`config.mk`:
```
export PLATFORM = sky130hd
export DESIGN_NAME = rmii_mii_bridge
export DESIGN_NICKNAME = d
export VERILOG_FILES = /design/src/source/rmii_pkg.sv /design/src/source/mii_clock_gen.sv /design/src/source/rmii_tx_serializer.sv /design/src/source/rmii_rx_framer.sv /design/src/source/rx_nibble_buffer.sv /design/src/source/rmii_mii_bridge.sv
export SDC_FILE = /design/constraint.sdc
export NUM_CORES = 1
export LEC_CHECK = 0
export BUFFER_PORTS_ARGS = -buffer_cell sky130_fd_sc_hd__buf_2
export CAP_MARGIN = 10
export CORE_MARGIN = 8
export CORE_UTILIZATION = 30
export CTS_CLUSTER_DIAMETER = 150
export DETAILED_ROUTE_END_ITERATION = 8
export MAX_ROUTING_LAYER = met4
export PLACE_DENSITY = 0.43
export SLEW_MARGIN = 10
export SYNTH_ARGS = -nofsm -noshare
export SYNTH_HDL_FRONTEND = slang
export SYNTH_HIERARCHICAL = 1
export SYNTH_SLANG_ARGS = --single-unit
```
`constraint.sdc`:
```
create_clock -name RMII_CLK -period 4.4 [get_ports RMII_CLK]
set_clock_uncertainty 0.05 [all_clocks]
set_input_delay 0.88 -clock RMII_CLK [delete_from_list [all_inputs] [get_ports RMII_CLK]]
set_output_delay 0.88 -clock RMII_CLK [all_outputs]
set_load 0.02 [all_outputs]
```
`src/source/rmii_pkg.sv`:
```
`default_nettype none

package rmii_pkg;

  // Bus widths on both sides of the bridge
  localparam int DIBIT_W  = 2;   // RMII data
  localparam int NIBBLE_W = 4;   // MII data

  // RMII_CLK cycles per dibit at 10 Mb/s
  localparam int SLOW_DIV  = 10;
  localparam int DIV_CNT_W = $clog2(SLOW_DIV);

  // Line codes seen on rxd during frame start
  localparam logic [DIBIT_W-1:0] PREAMBLE_DIBIT = 2'b01;
  localparam logic [DIBIT_W-1:0] SFD_DIBIT      = 2'b11;   // Last dibit of the SFD

  // Same codes as MII nibbles
  localparam logic [NIBBLE_W-1:0] PREAMBLE_NIBBLE = 4'h5;
  localparam logic [NIBBLE_W-1:0] SFD_NIBBLE      = 4'hD;

  typedef logic [DIBIT_W-1:0]  dibit_t;
  typedef logic [NIBBLE_W-1:0] nibble_t;

  // Line rate select, follows the speed pin
  typedef enum logic
  {
    SPEED_10  = 1'b0,
    SPEED_100 = 1'b1
  } speed_t;

  // Receive framer states
  typedef enum logic [1:0]
  {
    RX_IDLE          = 2'd0,
    RX_PREAMBLE      = 2'd1,
    RX_DATA          = 2'd2,
    RX_FALSE_CARRIER = 2'd3   // Bad start code, wait for crs_dv low
  } rx_state_t;

endpackage

`default_nettype wire

```
`src/source/mii_clock_gen.sv`:
```
`default_nettype none

module mii_clock_gen
(
  input  wire              RMII_CLK,
  input  wire              RMRESETN,
  input  wire              speed,
  output rmii_pkg::speed_t speed_sync,
  output logic             dibit_stb,
  output logic             mii_rise,
  output logic             mii_fall,
  output logic             mii_clk
);

  import rmii_pkg::*;

  speed_t               speed_meta;
  logic [DIV_CNT_W-1:0] rate_cnt;

  // Speed pin is asynchronous to RMII_CLK
  always_ff @(posedge RMII_CLK or negedge RMRESETN)
  begin
    if (!RMRESETN)
    begin
      speed_meta <= SPEED_10;
      speed_sync <= SPEED_10;
    end
    else
    begin
      speed_meta <= speed_t'(speed);
      speed_sync <= speed_meta;
    end
  end

  // Divide by SLOW_DIV at 10 Mb/s, counter parked at 100 Mb/s
  always_ff @(posedge RMII_CLK or negedge RMRESETN)
  begin
    if (!RMRESETN)
      rate_cnt <= '0;
    else if (speed_sync == SPEED_100 || dibit_stb)
      rate_cnt <= '0;
    else
      rate_cnt <= rate_cnt + 1'b1;
  end

  assign dibit_stb = (speed_sync == SPEED_100) ||
                     (rate_cnt == DIV_CNT_W'(SLOW_DIV - 1));

  // Registered MII clock, one half period per dibit period
  always_ff @(posedge RMII_CLK or negedge RMRESETN)
  begin
    if (!RMRESETN)
      mii_clk <= 1'b0;
    else if (dibit_stb)
      mii_clk <= !mii_clk;
  end

  assign mii_rise = dibit_stb && !mii_clk;   // Edge ending this cycle raises mii_clk
  assign mii_fall = dibit_stb && mii_clk;

  // At full rate the MII clock runs at half of RMII_CLK
  a_fast_toggle : assert property (@(posedge RMII_CLK) disable iff (!RMRESETN)
    (speed_sync == SPEED_100) |-> dibit_stb ##1 (mii_clk != $past(mii_clk)));

endmodule

`default_nettype wire

```
`src/source/rmii_tx_serializer.sv`:
```
`default_nettype none

module rmii_tx_serializer
(
  input  wire               RMII_CLK,
  input  wire               RMRESETN,
  input  wire               dibit_stb,
  input  wire               mii_rise,
  input  wire               mii_tx_en,
  input  wire rmii_pkg::nibble_t mii_txd,
  output logic              tx_en,
  output rmii_pkg::dibit_t  txd
);

  import rmii_pkg::*;

  dibit_t hi_dibit;   // Upper half of the nibble, sent second

  // Nibble taken on the rising MII edge, low dibit goes out at once
  always_ff @(posedge RMII_CLK or negedge RMRESETN)
  begin
    if (!RMRESETN)
    begin
      tx_en <= 1'b0;
      txd   <= '0;
    end
    else if (mii_rise)
    begin
      tx_en <= mii_tx_en;
      if (mii_tx_en)
        txd <= mii_txd[DIBIT_W-1:0];
      else
        txd <= '0;
    end
    else if (dibit_stb)
    begin
      // Falling MII edge, second half of the same nibble
      if (tx_en)
        txd <= hi_dibit;
      else
        txd <= '0;
    end
  end

  always_ff @(posedge RMII_CLK)
  begin
    if (mii_rise)
      hi_dibit <= mii_txd[NIBBLE_W-1:DIBIT_W];
  end

  // Line stays quiet between frames, in both halves of the nibble
  a_txd_idle : assert property (@(posedge RMII_CLK) disable iff (!RMRESETN)
    !tx_en |-> (txd == '0));

endmodule

`default_nettype wire

```
`src/source/rmii_rx_framer.sv`:
```
`default_nettype none

module rmii_rx_framer
(
  input  wire               RMII_CLK,
  input  wire               RMRESETN,
  input  wire               dibit_stb,
  input  wire               crs_dv,
  input  wire               rx_er,
  input  wire rmii_pkg::dibit_t rxd,
  output logic              carrier,
  output logic              nib_wr,
  output logic              nib_err,
  output rmii_pkg::nibble_t nib_data
);

  import rmii_pkg::*;

  rx_state_t state_q;
  rx_state_t state_d;
  logic      half_q;      // Set when last_dibit is the low half of a nibble
  logic      half_d;
  dibit_t    last_dibit;
  logic      last_err;

  // Next state and nibble write, evaluated once per dibit
  always_comb
  begin
    state_d = state_q;
    half_d  = half_q;
    nib_wr  = 1'b0;
    if (dibit_stb)
    begin
      if (!crs_dv)
      begin
        // End of frame, a dangling half nibble is dropped
        state_d = RX_IDLE;
        half_d  = 1'b0;
      end
      else
      begin
        case (state_q)
          RX_IDLE:
          begin
            if (rxd == PREAMBLE_DIBIT)
            begin
              state_d = RX_PREAMBLE;
              half_d  = 1'b1;   // First preamble dibit opens a nibble
            end
            else
            begin
              state_d = RX_FALSE_CARRIER;
            end
          end
          RX_PREAMBLE:
          begin
            if (rxd == SFD_DIBIT)
            begin
              // Realign on the SFD, previous preamble dibit is the low half
              state_d = RX_DATA;
              half_d  = 1'b0;
              nib_wr  = 1'b1;
            end
            else
            begin
              nib_wr = half_q;
              half_d = !half_q;
            end
          end
          RX_DATA:
          begin
            nib_wr = half_q;
            half_d = !half_q;
          end
          default:
          begin
            state_d = state_q;   // False carrier, nothing written
          end
        endcase
      end
    end
  end

  assign nib_data = {rxd, last_dibit};   // Low dibit arrived first
  assign nib_err  = rx_er || last_err;

  always_ff @(posedge RMII_CLK or negedge RMRESETN)
  begin
    if (!RMRESETN)
    begin
      state_q <= RX_IDLE;
      half_q  <= 1'b0;
      carrier <= 1'b0;
    end
    else
    begin
      state_q <= state_d;
      half_q  <= half_d;
      if (dibit_stb)
        carrier <= crs_dv;
    end
  end

  // Previous dibit and its error flag
  always_ff @(posedge RMII_CLK)
  begin
    if (dibit_stb)
    begin
      last_dibit <= rxd;
      last_err   <= rx_er;
    end
  end

  // Writes come only in frame states, which carrier must reflect
  a_wr_on_stb : assert property (@(posedge RMII_CLK) disable iff (!RMRESETN)
    nib_wr |-> (dibit_stb && carrier));

endmodule

`default_nettype wire

```
`src/source/rx_nibble_buffer.sv`:
```
`default_nettype none

module rx_nibble_buffer
(
  input  wire               RMII_CLK,
  input  wire               RMRESETN,
  input  wire               mii_fall,
  input  wire               nib_wr,
  input  wire               nib_err,
  input  wire               carrier,
  input  wire rmii_pkg::nibble_t nib_data,
  output logic              rx_dv,
  output logic              mii_rx_er,
  output logic              crs,
  output rmii_pkg::nibble_t mii_rxd
);

  import rmii_pkg::*;

  nibble_t    mem_data [2];
  logic       mem_err [2];
  logic       wr_ptr;
  logic       rd_ptr;
  logic [1:0] count;   // 0 to 2 entries
  logic       pop;

  assign pop = mii_fall && (count != 2'd0);

  always_ff @(posedge RMII_CLK)
  begin
    if (nib_wr)
    begin
      mem_data[wr_ptr] <= nib_data;
      mem_err[wr_ptr]  <= nib_err;
    end
  end

  always_ff @(posedge RMII_CLK or negedge RMRESETN)
  begin
    if (!RMRESETN)
    begin
      wr_ptr <= 1'b0;
      rd_ptr <= 1'b0;
      count  <= 2'd0;
    end
    else
    begin
      wr_ptr <= wr_ptr ^ nib_wr;
      rd_ptr <= rd_ptr ^ pop;
      count  <= count + 2'(nib_wr) - 2'(pop);
    end
  end

  // MII outputs change on the falling MII edge, MAC samples on the rise
  always_ff @(posedge RMII_CLK or negedge RMRESETN)
  begin
    if (!RMRESETN)
    begin
      rx_dv     <= 1'b0;
      mii_rx_er <= 1'b0;
      mii_rxd   <= '0;
      crs       <= 1'b0;
    end
    else if (mii_fall)
    begin
      crs       <= carrier;
      rx_dv     <= pop;
      mii_rx_er <= pop && mem_err[rd_ptr];
      mii_rxd   <= pop ? mem_data[rd_ptr] : '0;   // Underrun ends rx_dv
    end
  end

  // Framer and drain rate keep at most two nibbles in flight
  a_no_overflow : assert property (@(posedge RMII_CLK) disable iff (!RMRESETN)
    nib_wr |-> (count != 2'd2));

endmodule

`default_nettype wire

```
`src/source/rmii_mii_bridge.sv`:
```
`default_nettype none

module rmii_mii_bridge
(
  input  wire                    RMII_CLK,
  input  wire                    RMRESETN,
  input  wire                    speed,       // 1 selects 100 Mb/s
  input  wire                    crs_dv,
  input  wire                    rx_er,
  input  wire rmii_pkg::dibit_t  rxd,
  input  wire                    mii_tx_en,
  input  wire rmii_pkg::nibble_t mii_txd,
  output rmii_pkg::dibit_t       txd,
  output logic                   tx_en,
  output logic                   mii_clk,     // TX_CLK and RX_CLK toward the MAC
  output logic                   rx_dv,
  output logic                   mii_rx_er,
  output rmii_pkg::nibble_t      mii_rxd,
  output logic                   crs,
  output logic                   col
);

  import rmii_pkg::*;

  logic    dibit_stb;
  logic    mii_rise;
  logic    mii_fall;
  logic    carrier;
  logic    nib_wr;
  logic    nib_err;
  nibble_t nib_data;

  mii_clock_gen u_clk_gen
  (
    .RMII_CLK   (RMII_CLK),
    .RMRESETN   (RMRESETN),
    .speed      (speed),
    .speed_sync (),
    .dibit_stb  (dibit_stb),
    .mii_rise   (mii_rise),
    .mii_fall   (mii_fall),
    .mii_clk    (mii_clk)
  );

  rmii_tx_serializer u_tx
  (
    .RMII_CLK  (RMII_CLK),
    .RMRESETN  (RMRESETN),
    .dibit_stb (dibit_stb),
    .mii_rise  (mii_rise),
    .mii_tx_en (mii_tx_en),
    .mii_txd   (mii_txd),
    .tx_en     (tx_en),
    .txd       (txd)
  );

  rmii_rx_framer u_rx
  (
    .RMII_CLK  (RMII_CLK),
    .RMRESETN  (RMRESETN),
    .dibit_stb (dibit_stb),
    .crs_dv    (crs_dv),
    .rx_er     (rx_er),
    .rxd       (rxd),
    .carrier   (carrier),
    .nib_wr    (nib_wr),
    .nib_err   (nib_err),
    .nib_data  (nib_data)
  );

  rx_nibble_buffer u_buf
  (
    .RMII_CLK  (RMII_CLK),
    .RMRESETN  (RMRESETN),
    .mii_fall  (mii_fall),
    .nib_wr    (nib_wr),
    .nib_err   (nib_err),
    .carrier   (carrier),
    .nib_data  (nib_data),
    .rx_dv     (rx_dv),
    .mii_rx_er (mii_rx_er),
    .crs       (crs),
    .mii_rxd   (mii_rxd)
  );

  // Half duplex collision, MAC transmits while the line carries a frame
  assign col = mii_tx_en && crs;

endmodule

`default_nettype wire

```
==> impl_metrics.yaml <==
clocking:
  cts_made_buffers: 5
  cts_resized: 0
  cts.sinks: 40
  h-tree-depth: 2
  postCtsHoldBufs: 0
  tritoncts: "built"
  cts.path.max_buffers: 2
  path_clk_slew_ns: 0.08
  post-cts-setup-buffers: 0
  clk_latency_ns: 0.29
  root_buffer: "clkbuf_8"
setup_path:
  crit_type: "reg2reg"
  reg2reg_from: "u_clk_gen/rate_cnt[1]"
  required_ns: 4.56
  cp_max_fo: 17
  start_kind: "flip-flop"
  rr_endpoint: "u_buf/count[1]"
  r2r_setup_slack_ns: 1.54
  arrival_ns: 3.02
  worst_setup_path_end_kind: "flip-flop"
  reg2regPathDepth: 12
placement:
  place.gp.congestion: 0.7502
  port_buffers: 23
  hpwl_um: 2203
synth:
  synth.avg_cell_area_um2: 13.36
  netlist-cell-type-count: 35
  syn-num-nets: 153
  synth_enable_flop_cells: 15
  synth_flop_cell: "dfrtp_1"
  synth_async_sr_flop_share_pct: 62.50
  synth_area_mm2: 0.001763
  yosysWarningCount: 6
  synth_seq_cells: 40
  syn_inst: 132
  yosysSeqAreaShare_pct: 61.04
job:
  drv_cap: 0
grt:
  grt_pass1_vias: 1060
  antenna_found_initial: 0
  grt_pass1_wl_um: 4981
  grt_usage_pct: 7.746
  overflow: 0
  grt_max_degree: 26
timing:
  tightest_slew_ns: 0.7354
  rsz0062_at_grt: "false"
  finalSetupViolations: 0
  period_share_pct: 64.99
  worst_slew_margin_rel_pct: 50.94
  finalHoldViolCount: 0
  slew_violations: 0
  fin_tns_setup_ns: 0
  period_minus_slack_ns: 2.859
  max_freq_mhz: 349.7
run_status:
  outcome: "complete, no violations"
layout:
  nets: 179
  area_growth_pct: 16.18
  diodes: 0
  drive_gt1_share_pct: 25.79
  fin_util_pct: 35.22
route:
  drtIter0Drc: 17
  avgRoutedWirePerCell_um: 12.87
  ant_nets: 0
  drt_first_pass_iters: 4
  drc: 0
  vias: 1014
  drt-vias-per-instance: 4.333
  routed_wl_um: 3012
worst_hold_path:
  min_to: "u_clk_gen/speed_sync"
  min-delay-start: "u_clk_gen/speed_meta"
  min_path_cells: 0
  hp-class: "reg2reg"
floorplanning:
  ios: 24
  core_mm2: 0.005816
  die_x_um: 92.66
  die-area_mm2: 0.008586
  start_util_pct: 30.31
  die_height_um: 92.66
  rows: 28
power_and_ir_drop:
  p_leak_uw: 0.0009222
  max-vdd-ir-drop_uv: 220.3
  cellPowerDensity_mw_per_mm2: 603.9
cells in the final DEF, fill, tap and decap left out, types with 3 or more instances in the layout:
cell       n
a21boi_1   3
a31oi_1    3
buf_2     23
clkbuf_8   5
dfrtp_1   25
edfxtp_1  15
ha_1       9
inv_1     18
mux2i_1    6
nand2_1    4
nand2b_1   3
nand2b_4   3
nand3_1    5
o21ai_0    3
o22ai_1    5
xnor2_1    3
report_power, final:
| part | switching [uW] | leakage [uW] | internal [uW] |
|---|---|---|---|
| Sequential | 76.8 | 0.000446 | 479 |
| Combinational | 217 | 0.000423 | 176 |
| Clock | 122 | 0.0000532 | 165 |
| Total | 416 | 0.000922 | 821 |
cell usage after synthesis (4+ instances only):
library cell	count	share of area (%)
dfrtp_1	25	35
inv_1	18	3.8
edfxtp_1	15	26
ha_1	9	6.4
mux2i_1	6	3.4
nand3_1	5	1.4
o22ai_1	5	1.8
buf_4	4	1.7
nand2_1	4	0.85
routing by layer:
layer	wire (um)	GRT usage (%)
met4	59	3.624
met3	174	3.236
met1	1320	8.161
met2	1458	12.40
met5	0	-
cells by family (layout without fill, tap and decap cells):
| group | after synthesis | count (layout) | synth area share [%] |
|---|---|---|---|
| flops | 40 | 40 | 61.04 |
| mux | 8 | 8 | 5.110 |
| compound gates | 23 | 23 | 10.36 |
| buf+inv | 23 | 50 | 5.748 |
| simple gates | 25 | 25 | 9.369 |
| fa+ha+maj | 9 | 9 | 6.388 |
| xor+xnor | 4 | 4 | 1.988 |
stage by stage:
stage / hold slack [ns] / cell area [um^2] / total power [uW] / setup slack [ns] / instances
after detailed placement: 0.2904 / 1942 / 965.8 / 1.505 / 226
final: 0.3105 / 2048 / 1237 / 1.541 / 234
after floorplan: 0.2812 / 1763 / 856.2 / 2.079 / 132
after global placement: 0.2825 / 1942 / 960.1 / 1.614 / 226
after CTS: 0.3109 / 2048 / 1261 / 1.499 / 234
after global routing: 0.3232 / 2048 / 1325 / 1.323 / 234
how the worst max path moves through the flow:
stage	start	to	slack, ns	depth (start not counted)
2_1_floorplan	u_clk_gen/rate_cnt[1]	u_buf/count[1]	2.08	13
3_3_place_gp	u_clk_gen/rate_cnt[1]	u_buf/count[1]	1.61	12
3_5_place_dp	u_clk_gen/rate_cnt[1]	u_buf/count[1]	1.50	12
4_1_cts	u_clk_gen/rate_cnt[1]	u_buf/count[1]	1.50	12
5_1_grt	u_clk_gen/rate_cnt[1]	u_buf/count[1]	1.32	12
6_report	u_clk_gen/rate_cnt[1]	u_buf/count[1]	1.54	12
registers in the layout (all words and copies together) (netlist names), 2 cells and up:
| name | cells |
|---|---|
| u_buf/count | 2 |
| u_rx/state_q | 2 |
| u_rx/last_dibit | 2 |
| u_buf/mem_data | 8 |
| u_buf/mii_rxd | 4 |
| u_tx/hi_dibit | 2 |
| u_tx/txd | 2 |
| u_clk_gen/rate_cnt | 4 |
| u_buf/mem_err | 2 |
layout make-up:
cell class	count	area, um^2
clock buffer	5	68.82
timing repair buffer	23	115.1
clock inverter	3	37.54
inverter	19	71.32
sequential	40	1076
tap	75	93.84
fill	608	3767
multi-input combinational	69	585.6
critical path, cell delays in order (launching register included):
cell      delay, ns
dfrtp_1        0.41
inv_1          0.07
ha_1           0.15
nand2_1        0.08
o21bai_2       0.59
and2_1         0.48
o21ai_4        0.17
inv_1          0.09
ha_1           0.22
inv_1          0.05
ha_1           0.14
xnor2_1        0.13
xnor2_1        0.13
Note: power is estimated with default switching activity, not from simulation.
